==> src/sam_settings.svh <==
// Port addresses and timing constants shared by the I/O subsystem RTL, pulled in by `include
`ifndef SAM_SETTINGS_SVH
`define SAM_SETTINGS_SVH

// ==============================
// ASIC port addresses (low byte)
// ==============================
`define SAM_PORT_LMPR 8'hFA
`define SAM_PORT_HMPR 8'hFB
`define SAM_PORT_BRDR 8'hFE
`define SAM_PORT_STAT 8'hF9
`define SAM_PORT_MIDI 8'hFD
`define SAM_PORT_LPTD 8'hE8
`define SAM_PORT_LPTS 8'hE9
`define SAM_PORT_EXTC 8'h80
`define SAM_PORT_EXTD 8'h81

// ==============================
// Timing
// ==============================
`define SAM_TICK_DIV 96
`define SAM_MIDI_BIT_TICKS 320
`define SAM_MIDI_INT_AT 15

`endif

==> src/sam_pkg.sv <==
// Shared bus, memory map and port write types plus enums for the I/O subsystem modules
package sam_pkg;

	// CPU side, all levels active high
	typedef struct packed {
		logic [15:0] addr;
		logic [7:0]  dout;
		logic        port_we;
		logic        mreq;
		logic        rd;
		logic        wr;
	} cpu_bus_t;

	typedef struct packed {
		logic [8:0] ram_page;
		logic       rom0_sel;
		logic       rom1_sel;
		logic       ram_we;
		logic       ram_rd;
	} mem_map_t;

	typedef struct packed {
		logic [7:0] lmpr;
		logic [7:0] hmpr;
		logic [7:0] ext_c;
		logic [7:0] ext_d;
		logic       ext_dis;
	} page_regs_t;

	// One-cycle write pulses with the byte written
	typedef struct packed {
		logic       midi_wr;
		logic       lptd_wr;
		logic       lpts_wr;
		logic [7:0] data;
	} port_wr_t;

	typedef enum logic [3:0] {
		PORT_NONE,
		PORT_LMPR,
		PORT_HMPR,
		PORT_BRDR,
		PORT_STAT,
		PORT_MIDI,
		PORT_LPTD,
		PORT_LPTS,
		PORT_EXTC,
		PORT_EXTD
	} asic_port_e;

	typedef enum logic {
		MIDI_IDLE,
		MIDI_SEND
	} midi_state_e;

endpackage

==> src/sam_timebase.sv <==
// Divides clk_sys down to a one-cycle 1 MHz tick for the MIDI timer and the SID muter
`timescale 1ns/1ps
`include "sam_settings.svh"

module sam_timebase (
	input  logic clk_sys,
	input  logic reset,
	output logic tick
);

	localparam int unsigned DIV = `SAM_TICK_DIV;
	localparam int CW = $clog2(DIV);

	logic [CW-1:0] div_cnt;

	// Tick lands on the last count of each period
	always_ff @(posedge clk_sys) begin
		if (reset) begin
			div_cnt <= '0;
			tick    <= 1'b0;
		end else if (div_cnt == CW'(DIV - 1)) begin
			div_cnt <= '0;
			tick    <= 1'b1;
		end else begin
			div_cnt <= div_cnt + 1'b1;
			tick    <= 1'b0;
		end
	end

	a_tick_single: assert property (@(posedge clk_sys) disable iff (reset) tick |=> !tick)
		else $error("tick high on two consecutive cycles");

endmodule

==> src/asic_ports.sv <==
// ASIC port decode, paging/border/ext-RAM registers and port readback for the CPU
`timescale 1ns/1ps
`include "sam_settings.svh"

module asic_ports (
	input  logic                clk_sys,
	input  logic                reset,
	input  logic                ext_ram_off,
	input  sam_pkg::cpu_bus_t   bus,
	input  logic                midi_int,
	output sam_pkg::page_regs_t regs,
	output sam_pkg::port_wr_t   pwr,
	output logic                ear,
	output logic [7:0]          asic_dout
);

	import sam_pkg::*;

	asic_port_e port_sel;
	logic       port_we_q;
	logic       wr_edge;
	logic [7:0] brdr;

	always_comb begin
		case (bus.addr[7:0])
			`SAM_PORT_LMPR: port_sel = PORT_LMPR;
			`SAM_PORT_HMPR: port_sel = PORT_HMPR;
			`SAM_PORT_BRDR: port_sel = PORT_BRDR;
			`SAM_PORT_STAT: port_sel = PORT_STAT;
			`SAM_PORT_MIDI: port_sel = PORT_MIDI;
			`SAM_PORT_LPTD: port_sel = PORT_LPTD;
			`SAM_PORT_LPTS: port_sel = PORT_LPTS;
			`SAM_PORT_EXTC: port_sel = PORT_EXTC;
			`SAM_PORT_EXTD: port_sel = PORT_EXTD;
			default:        port_sel = PORT_NONE;
		endcase
	end

	// Write strobe is a level, act on its rising edge only
	assign wr_edge = bus.port_we & ~port_we_q;

	// ==============================
	// Registers
	// ==============================
	always_ff @(posedge clk_sys) begin
		if (wr_edge)
			pwr.data <= bus.dout;
		if (reset) begin
			port_we_q    <= 1'b0;
			regs.lmpr    <= '0;
			regs.hmpr    <= '0;
			brdr         <= '0;
			regs.ext_dis <= ext_ram_off;
			pwr.midi_wr  <= 1'b0;
			pwr.lptd_wr  <= 1'b0;
			pwr.lpts_wr  <= 1'b0;
		end else begin
			port_we_q   <= bus.port_we;
			pwr.midi_wr <= wr_edge && (port_sel == PORT_MIDI);
			pwr.lptd_wr <= wr_edge && (port_sel == PORT_LPTD);
			pwr.lpts_wr <= wr_edge && (port_sel == PORT_LPTS);
			if (wr_edge) begin
				case (port_sel)
					PORT_LMPR: regs.lmpr  <= bus.dout;
					PORT_HMPR: regs.hmpr  <= bus.dout;
					PORT_BRDR: brdr       <= bus.dout;
					PORT_EXTC: regs.ext_c <= bus.dout;
					PORT_EXTD: regs.ext_d <= bus.dout;
					default: ;
				endcase
			end
		end
	end

	assign ear = brdr[4];

	// ==============================
	// Readback
	// ==============================
	always_comb begin
		case (port_sel)
			PORT_LMPR: asic_dout = regs.lmpr;
			PORT_HMPR: asic_dout = regs.hmpr;
			// Keyboard, frame and line bits read inactive
			PORT_STAT: asic_dout = {3'b111, ~midi_int, 4'b1111};
			PORT_LPTD,
			PORT_LPTS: asic_dout = 8'h00;
			default:   asic_dout = 8'hFF;
		endcase
	end

endmodule

==> src/mem_mapper.sv <==
// Maps each CPU address onto a RAM page, ROM select and RAM read/write enables
`timescale 1ns/1ps

module mem_mapper (
	input  sam_pkg::cpu_bus_t   bus,
	input  sam_pkg::page_regs_t regs,
	output sam_pkg::mem_map_t   map
);

	logic [1:0] section;
	logic       ext_ram;
	logic       ram_wp;
	logic       ext_ena;
	logic [4:0] page_ab;
	logic [4:0] page_cd;

	assign section = bus.addr[15:14];
	assign page_ab = regs.lmpr[4:0];
	assign page_cd = regs.hmpr[4:0];

	// Upper 32K goes to external RAM when HMPR bit 7 is set
	assign ext_ram = regs.hmpr[7] & bus.addr[15];
	assign ram_wp  = regs.lmpr[7] & (section == 2'd0);
	assign ext_ena = ~(ext_ram & regs.ext_dis);

	assign map.rom0_sel = ~regs.lmpr[5] & (section == 2'd0);
	assign map.rom1_sel = regs.lmpr[6] & (section == 2'd3);

	always_comb begin
		if (ext_ram)
			map.ram_page = section[0] ? {1'b1, regs.ext_d} : {1'b1, regs.ext_c};
		else begin
			case (section)
				2'd0:    map.ram_page = {4'b0000, page_ab};
				2'd1:    map.ram_page = {4'b0000, page_ab + 5'd1};
				2'd2:    map.ram_page = {4'b0000, page_cd};
				default: map.ram_page = {4'b0000, page_cd + 5'd1};
			endcase
		end
	end

	assign map.ram_rd = bus.mreq & bus.rd & ~map.rom0_sel & ~map.rom1_sel;
	assign map.ram_we = bus.mreq & bus.wr & ~map.rom0_sel & ~map.rom1_sel & ~ram_wp & ext_ena;

	// ROM space is never written through to RAM
	always_comb begin
		a_no_rom_write: assert (!(map.ram_we && ((!regs.lmpr[5] && bus.addr[15:14] == 2'd0)
				|| (regs.lmpr[6] && bus.addr[15:14] == 2'd3))))
			else $error("ram_we asserted inside a ROM section");
	end

endmodule

==> src/midi_tx.sv <==
// Times one MIDI byte transmission in 1 MHz ticks and raises the MIDI interrupt near its end
`timescale 1ns/1ps
`include "sam_settings.svh"

module midi_tx (
	input  logic              clk_sys,
	input  logic              reset,
	input  logic              tick,
	input  sam_pkg::port_wr_t pwr,
	output logic              midi_int,
	output logic              midi_out
);

	import sam_pkg::*;

	localparam logic [8:0] LOAD_TICKS = 9'(`SAM_MIDI_BIT_TICKS - 1);
	localparam logic [8:0] INT_AT     = 9'(`SAM_MIDI_INT_AT);

	midi_state_e state;
	logic        pending;
	logic [8:0]  tx_time;

	always_ff @(posedge clk_sys) begin
		if (reset) begin
			state    <= MIDI_IDLE;
			pending  <= 1'b0;
			tx_time  <= '0;
			midi_int <= 1'b0;
		end else begin
			if (tick) begin
				case (state)
					MIDI_IDLE: begin
						if (pending) begin
							state   <= MIDI_SEND;
							tx_time <= LOAD_TICKS;
							pending <= 1'b0;
						end
					end
					MIDI_SEND: begin
						if (tx_time != '0) begin
							tx_time <= tx_time - 1'b1;
							if (tx_time == INT_AT)
								midi_int <= 1'b1;
						end else begin
							// Byte done, line and interrupt drop together
							state    <= MIDI_IDLE;
							midi_int <= 1'b0;
						end
					end
					default: state <= MIDI_IDLE;
				endcase
			end
			// New write queues behind any byte in flight
			if (pwr.midi_wr)
				pending <= 1'b1;
		end
	end

	assign midi_out = (state == MIDI_SEND);

	a_int_in_send: assert property (@(posedge clk_sys) disable iff (reset) midi_int |-> midi_out)
		else $error("midi_int high while midi_out low");

endmodule

==> src/lpt_dac.sv <==
// Printer-port voice DAC, latches the data byte and routes it left or right on strobe edges
`timescale 1ns/1ps

module lpt_dac (
	input  logic              clk_sys,
	input  logic              reset,
	input  sam_pkg::port_wr_t pwr,
	output logic [7:0]        vox_l,
	output logic [7:0]        vox_r
);

	logic [7:0] lpt_data;
	logic       stb_q;

	always_ff @(posedge clk_sys) begin
		if (pwr.lptd_wr)
			lpt_data <= pwr.data;
	end

	// Rising strobe feeds the left channel, falling strobe the right
	always_ff @(posedge clk_sys) begin
		if (reset) begin
			vox_l <= '0;
			vox_r <= '0;
			stb_q <= 1'b0;
		end else if (pwr.lpts_wr) begin
			if (~stb_q & pwr.data[0])
				vox_l <= lpt_data;
			if (stb_q & ~pwr.data[0])
				vox_r <= lpt_data;
			stb_q <= pwr.data[0];
		end
	end

endmodule

==> src/audio_mixer.sv <==
// Sums PSG, border ear, voice DAC and soft-muted SID into the 16-bit stereo outputs
`timescale 1ns/1ps

module audio_mixer (
	input  logic               clk_sys,
	input  logic               reset,
	input  logic               tick,
	input  logic               ear,
	input  logic               sid_active,
	input  logic [7:0]         psg_l,
	input  logic [7:0]         psg_r,
	input  logic [7:0]         vox_l,
	input  logic [7:0]         vox_r,
	input  logic signed [17:0] sid_sample,
	output logic [15:0]        audio_l,
	output logic [15:0]        audio_r
);

	logic [17:0] att;
	logic [17:0] sid_offset;
	logic [17:0] sid_muted;
	logic [18:0] mix_l;
	logic [18:0] mix_r;

	// One channel's sum, shared by left and right
	function automatic logic [18:0] mix_sum(input logic [7:0] psg, input logic [7:0] vox,
			input logic ear_bit, input logic [17:0] sid);
		mix_sum = {1'b0, psg, psg, 2'b00} + {1'b0, ear_bit, 17'd0}
			+ {1'b0, vox, vox, 2'b00} + {1'b0, sid};
	endfunction

	// ==============================
	// SID soft mute
	// ==============================
	always_ff @(posedge clk_sys) begin
		if (reset)
			att <= '1;
		else if (tick) begin
			if (sid_active && (att != '0))
				att <= att - 1'b1;
			if (!sid_active && !(&att))
				att <= att + 1'b1;
		end
	end

	// Signed sample to offset binary
	assign sid_offset = {~sid_sample[17], sid_sample[16:0]};
	assign sid_muted  = (sid_offset > att) ? sid_offset - att : 18'd0;

	assign mix_l = mix_sum(psg_l, vox_l, ear, sid_muted);
	assign mix_r = mix_sum(psg_r, vox_r, ear, sid_muted);

	assign audio_l = mix_l[18:3];
	assign audio_r = mix_r[18:3];

endmodule

==> src/sam_io_top.sv <==
// Top level of the I/O subsystem, wires the ports, mapper, MIDI, voice DAC and mixer together
`timescale 1ns/1ps

module sam_io_top (
	input  logic               clk_sys,
	input  logic               reset,
	input  sam_pkg::cpu_bus_t  bus,
	input  logic               ext_ram_off,
	input  logic [7:0]         psg_l,
	input  logic [7:0]         psg_r,
	input  logic signed [17:0] sid_sample,
	input  logic               sid_active,
	output logic [7:0]         asic_dout,
	output sam_pkg::mem_map_t  map,
	output logic               midi_int,
	output logic               midi_out,
	output logic [15:0]        audio_l,
	output logic [15:0]        audio_r
);

	import sam_pkg::*;

	page_regs_t regs;
	port_wr_t   pwr;
	logic       tick;
	logic       ear;
	logic [7:0] vox_l;
	logic [7:0] vox_r;

	sam_timebase timebase_i (
		.clk_sys (clk_sys),
		.reset   (reset),
		.tick    (tick)
	);

	asic_ports ports_i (
		.clk_sys     (clk_sys),
		.reset       (reset),
		.ext_ram_off (ext_ram_off),
		.bus         (bus),
		.midi_int    (midi_int),
		.regs        (regs),
		.pwr         (pwr),
		.ear         (ear),
		.asic_dout   (asic_dout)
	);

	mem_mapper mapper_i (
		.bus  (bus),
		.regs (regs),
		.map  (map)
	);

	midi_tx midi_i (
		.clk_sys  (clk_sys),
		.reset    (reset),
		.tick     (tick),
		.pwr      (pwr),
		.midi_int (midi_int),
		.midi_out (midi_out)
	);

	lpt_dac dac_i (
		.clk_sys (clk_sys),
		.reset   (reset),
		.pwr     (pwr),
		.vox_l   (vox_l),
		.vox_r   (vox_r)
	);

	audio_mixer mixer_i (
		.clk_sys    (clk_sys),
		.reset      (reset),
		.tick       (tick),
		.ear        (ear),
		.sid_active (sid_active),
		.psg_l      (psg_l),
		.psg_r      (psg_r),
		.vox_l      (vox_l),
		.vox_r      (vox_r),
		.sid_sample (sid_sample),
		.audio_l    (audio_l),
		.audio_r    (audio_r)
	);

endmodule

==> config.mk <==
export PLATFORM = sky130hd
export DESIGN_NAME = sam_io_top
export DESIGN_NICKNAME = d
export VERILOG_FILES = /design/src/sam_pkg.sv /design/src/sam_timebase.sv /design/src/asic_ports.sv /design/src/mem_mapper.sv /design/src/midi_tx.sv /design/src/lpt_dac.sv /design/src/audio_mixer.sv /design/src/sam_io_top.sv
export VERILOG_INCLUDE_DIRS = /design/src
export SDC_FILE = /design/constraint.sdc
export NUM_CORES = 1
export LEC_CHECK = 0
export BUFFER_PORTS_ARGS = -buffer_cell sky130_fd_sc_hd__buf_2
export CAP_MARGIN = 30
export CELL_PAD_IN_SITES_DETAIL_PLACEMENT = 2
export CELL_PAD_IN_SITES_GLOBAL_PLACEMENT = 2
export CORE_AREA = 10 10 159 161
export CTS_BUF_LIST = sky130_fd_sc_hd__clkbuf_4 sky130_fd_sc_hd__clkbuf_8
export DETAILED_ROUTE_END_ITERATION = 8
export DIE_AREA = 0 0 169 171
export PLACE_DENSITY = 0.85
export SYNTH_ARGS = -nofsm -noshare
export SYNTH_HDL_FRONTEND = slang
export SYNTH_SLANG_ARGS = --single-unit
==> constraint.sdc <==
create_clock -name clk_sys -period 13.19 [get_ports clk_sys]
set_input_delay 2.638 -clock clk_sys [delete_from_list [all_inputs] [get_ports clk_sys]]
set_output_delay 2.638 -clock clk_sys [all_outputs]
set_load 0.1 [all_outputs]
; ---- After elaboration in Yosys (flattened, before gate mapping)
; Index checks and enable logic that the tools add are counted.
[word_totals]
register_bits = 113
in_bits = 66
output_inout_bits = 55
[op_classes]
n_addsub = 13
order_cmp = 1
eq_ne = 27
muxes = 20
n_bitwise = 28
reduce_logical = 26
[op_table]
columns = op, count
row1 = $add A19 B18 Y19, 4
row2 = $eq A8 B8 Y1 const B, 9
row3 = $mux W18, 3
row4 = $add A18 B18 Y19, 2
row5 = $pmux W4 S9, 1
row6 = $pmux W8 S4, 1
row7 = $mux W9, 3
row8 = $add A18 B1 Y18 const B, 1
row9 = $gt A18 B18 Y1, 1
row10 = $pmux W9 S2, 1
row11 = $reduce_and A18 Y1, 1
row12 = $reduce_bool A18 Y1, 1
row13 = $sub A18 B1 Y18 const B, 1
row14 = $sub A18 B18 Y18, 1
row15 = $and A1 B1 Y1, 16
row16 = $eq A4 B3 Y1 const B, 4
row17 = $pmux W5 S3, 1
row18 = $reduce_and A2 Y1, 7
row19 = $not A1 Y1, 12
row20 = $reduce_and A3 Y1, 4
row21 = $add A5 B1 Y5 const B, 2
row22 = $eq A9 B4 Y1 const B, 1
row23 = $reduce_bool A9 Y1, 1
row24 = $sub A9 B1 Y9 const B, 1
row25 = 17 further kinds, 36

; ---- Longest topological paths before layout
[depth]
word_depth = 7
mapped_depth = 20

; ---- Cells and area by module
; From an unflattened synthesis, not the netlist that was laid out.
[hier_totals]
hier_cells = 1020
area_unflattened_um2 = 9336.5
[by_module_without_submodules]
columns = mod, n_inst, cells_per_inst, area_per_inst_um2
row1 = audio_mixer, 1, 616, 4961.0
row2 = asic_ports, 1, 157, 1965.6
row3 = lpt_dac, 1, 73, 948.4
row4 = midi_tx, 1, 73, 680.7
row5 = mem_mapper, 1, 70, 480.5
row6 = sam_timebase, 1, 31, 300.3

; ---- Least setup slack after synthesis
; OpenSTA, ideal clock, no wires.
[synth_timing]
kind = input to output
startpoint = input bus[26] (netlist bit)
endpoint = output map[1] (netlist bit)
arrival_time_ns = 8.414
required_ns = 10.552
path_slack_ns = 2.138
cell_stages = 5
path_buffers = 1
cell_sequence = clkbuf_1 > nor3_1 > nor2_1 > nand2_1 > a2111oi_0
[synth_lines]
columns = item, line
row1 = from (decl), sam_io_top.sv:7  ; input sam_pkg::cpu_bus_t bus,
row2 = to (decl), sam_io_top.sv:14  ; output sam_pkg::mem_map_t map,

; ---- Worst setup path after layout
[layout_timing]
startpoint = input sid_sample[13]
endpoint = output audio_r[15]
[layout_between]
elab_chain_cells = 3
word_cells_on_any_way = 4
[layout_rtl]
columns = item, line
row1 = from (decl), sam_io_top.sv:11  ; input logic signed [17:0] sid_sample,
row2 = $sub A18 B18 Y18 / $gt A18 B18 Y1 (equally long branches), audio_mixer.sv:48  ; assign sid_muted = (sid_offset > att) ? sid_offset - att : 18'd0;
row3 = $mux W18 *, audio_mixer.sv:48
row4 = $add A19 B18 Y19 *, audio_mixer.sv:29  ; + {1'b0, vox, vox, 2'b00} + {1'b0, sid};
row5 = to (decl), sam_io_top.sv:18  ; output logic [15:0] audio_r
; Mark *: on every way between the ends. The rest lies on a longest branch, timed or not.

==> metrics <==
status completed; ys async rst share 0; clock sink count 109; Area Overhead vs Synth 12.6%; number of max-capacitance violations reported 0; final setup violation count 0; Critical Path RT 10550 ps; XOR/XNOR Fraction of Synth Area 0.0696; # DRC 0; Layout Cell Area excl Fill 9770 sq um; Nets 1276; fraction of layout instances using a drive strength above 1 0.139; io pins 121; Initial Utilization 0.391; DR WL/cell 20.7 um; register area share after synthesis 0.289; Post-Syn Area 8680 sq um; drt pass-1 iters 5; Synth Register Bits 109; Root Driver clkbuf_8; fin crit share 0.831; Crit Reg-Reg Endpoint mixer_i.att[15]; vias 7501; Synth Area in Adders 0.219; Min-Delay Path Class flop to flop; diode count 0; CP Data Arrival Time 8320 ps; Post-synth EDFFs 33; gr ovfl total 0; WHS Endpoint dac_i.lpt_data[6]; vias in the first global route 8453; CTS tree yes; Final Core Density 0.440; post-synth top area share 0.175; hold_ws 441 ps; CTS buffer count 9; min-delay src ports_i.pwr[6]; Final Hold Viols 0; leakage power total 4.83 nW; most used flip-flop cell after synthesis dfxtp_1; Placement Rows 55; first-pass GRT wire length 45600 um; Startpoint Class input pin; Worst-Margin Slew 897 ps; Synth Area in Simple Gates 0.157; hold path depth 0; CTS resizes 0; unrepaired setup endpoints after global routing false; post-synthesis mux area share 0.0465; largest net degree at the start of global routing 59; final WL 28400 um; Clock transition at path regs 120 ps; synth top area cells dfxtp_1 18%, ha_1 14%, edfxtp_1 11%; complex-gate fraction of the synthesized area 0.157; syn nets 1169; routability cong. 0.862; DRT iter0 DRCs 261; PwrDens 70.9 nW/um^2; Port Buffers 114; vias per cell 5.48; CP endpoint kind output port; R2R depth 12; die width 169 um; postcts setup bufs 0; HPWL after DPL 23000 um; DIE AREA 28900 sq um; DP Area 9550 sq um; Syn Area/Cell 8.94 sq um; area of the multi-input gates 5640 sq um; Longest Clk Path Bufs 2; Syn Inst Count 971; initial antenna violation count 0; fin crit period 10950 ps; Worst slew margin 0.402; Final Skew 12.3 ps; Fin Setup TNS 0 ps; Post-DRT Antenna Nets 0; fmax 91.3 MHz; Max FO, Critical Path 17; Synthesis Warnings 0; largest area contributor in the netlist dfxtp_1; Reg area 2510 sq um; reg2reg setup slack 9430 ps; Die Span Y 171 um; main combinational cell family by area after synthesis adder cells; H-tree depth 3; total track usage 0.195; fillers 2502; Worst VDD drop 0.0625 mV; Netlist cell types 64; cts hold-fix bufs 0; Clock Latency Late Sink 380 ps; critical path type input pin to output port; reg2reg start mixer_i.att[12]; max-slew violation count 0; Core ar. 22200 sq um
## through the flow
step / setup slack [ps] / instances / power, mW
2_1_floorplan: 2140 / 971 / 0.442
3_3_place_gp: 2480 / 1352 / 0.472
3_5_place_dp: 2210 / 1352 / 0.477
4_1_cts: 2190 / 1368 / 0.701
5_1_grt: 1790 / 1368 / 0.724
6_report: 2240 / 1368 / 0.693
## registers in the layout, summed over array words and instances (netlist names)
signal	count
ports_i.brdr	1
dac_i.stb_q	1
dac_i.lpt_data	8
ports_i.pwr	11
midi_i.midi_out	1
mixer_i.att	18
midi_i.pending	1
midi_i.midi_int	1
ports_i.regs	33
dac_i.vox_r	8
dac_i.vox_l	8
ports_i.port_we_q	1
midi_i.tx_time	9
timebase_i.div_cnt	7
timebase_i.tick	1
## cells by family after synthesis
group,after synthesis
AND/OR/NAND/NOR,282
AO/OA/AOI/OAI,200
buffers and inverters,139
adder cells (fa/ha/maj),132
flip-flops,109
XOR/XNOR,69
multiplexers,40
## cell usage in the layout, fill, tap and decap left out, drive strengths merged, types with 3 or more instances in the layout
cell type / synthesis / final
a211o: 4 / 4
nor2: 72 / 72
and3: 4 / 4
a221oi: 4 / 4
and2: 8 / 8
xnor2: 34 / 34
fa: 33 / 33
nand3: 33 / 33
or2: 5 / 5
a31oi: 4 / 4
ha: 99 / 99
a31o: 4 / 4
clkbuf: 14 / 10
a21oi: 52 / 52
o211ai: 16 / 16
nand4: 10 / 10
mux2: 3 / 3
a21o: 24 / 24
nor3: 26 / 26
a211oi: 6 / 6
nand2b: 10 / 10
o21ai: 41 / 41
nor3b: 6 / 6
o21a: 9 / 9
xor2: 35 / 35
buf: 9 / 119
edfxtp: 33 / 33
o31ai: 3 / 3
or3: 4 / 4
nand3b: 8 / 8
mux2i: 37 / 37
a221o: 8 / 8
dfxtp: 76 / 76
inv: 116 / 120
nor4: 5 / 5
nor2b: 9 / 9
o21bai: 7 / 7
nand2: 76 / 76
## how the worst max path moves through the flow
| stage | startpoint | endpoint | cells past startpoint | slack (ps) |
|---|---|---|---|---|
| after detailed placement | sid_sample[13] | audio_r[15] | 22 | 2210 |
| after global routing | sid_sample[1] | audio_r[15] | 22 | 1790 |
| final | sid_sample[13] | audio_r[15] | 22 | 2240 |
| after global placement | sid_sample[1] | audio_r[15] | 22 | 2480 |
| after floorplan | bus[26] | map[1] | 5 | 2140 |
| after CTS | sid_sample[13] | audio_r[15] | 22 | 2190 |
## Yosys cell counts (all sizes together), types with 10 or more instances
library cell	count
inv	116
ha	99
dfxtp	76
nand2	76
nor2	72
a21oi	52
o21ai	41
mux2i	37
xor2	35
xnor2	34
edfxtp	33
fa	33
nand3	33
nor3	26
a21o	24
o211ai	16
clkbuf	14
nand2b	10
nand4	10
## where the power goes
group          total [mW]  switching (mW)  internal [mW]
Clock               0.223           0.128         0.0957
Combinational       0.120          0.0903         0.0301
Sequential          0.349         0.00163          0.348
Total               0.693           0.219          0.473
## metal layers
metal / GRT usage / up-vias / wire length (um)
li1: - / 3611 / -
met1: 0.227 / 3735 / 11800
met2: 0.363 / 125 / 15000
met3: 0.0257 / 30 / 998
met4: 0.0555 / 0 / 546
met5: 0 / - / 0
## critical path: stages
cell,delay (ps)
buf_2,110
ha_1,390
and2_1,180
a221oi_1,80
o21ai_0,410
o41ai_4,160
o31ai_2,110
buf_4,270
nand2_1,150
fa_1,510
inv_1,50
ha_1,290
ha_1,230
fa_1,420
a21o_1,200
a21oi_1,280
o2111ai_1,230
a311oi_1,510
o21ai_0,200
a21oi_1,220
xnor2_1,170
buf_2,470
## area by class of cell
cell class,instances,share of cell area
tap,285,0.0365
sequential,109,0.257
clock inverter,6,0.00883
inverter,116,0.0446
multi-input combinational,723,0.577
timing repair buffer,119,0.0622
clock buffer,10,0.0134
No activity file was read; power rests on OpenSTA's default activity.
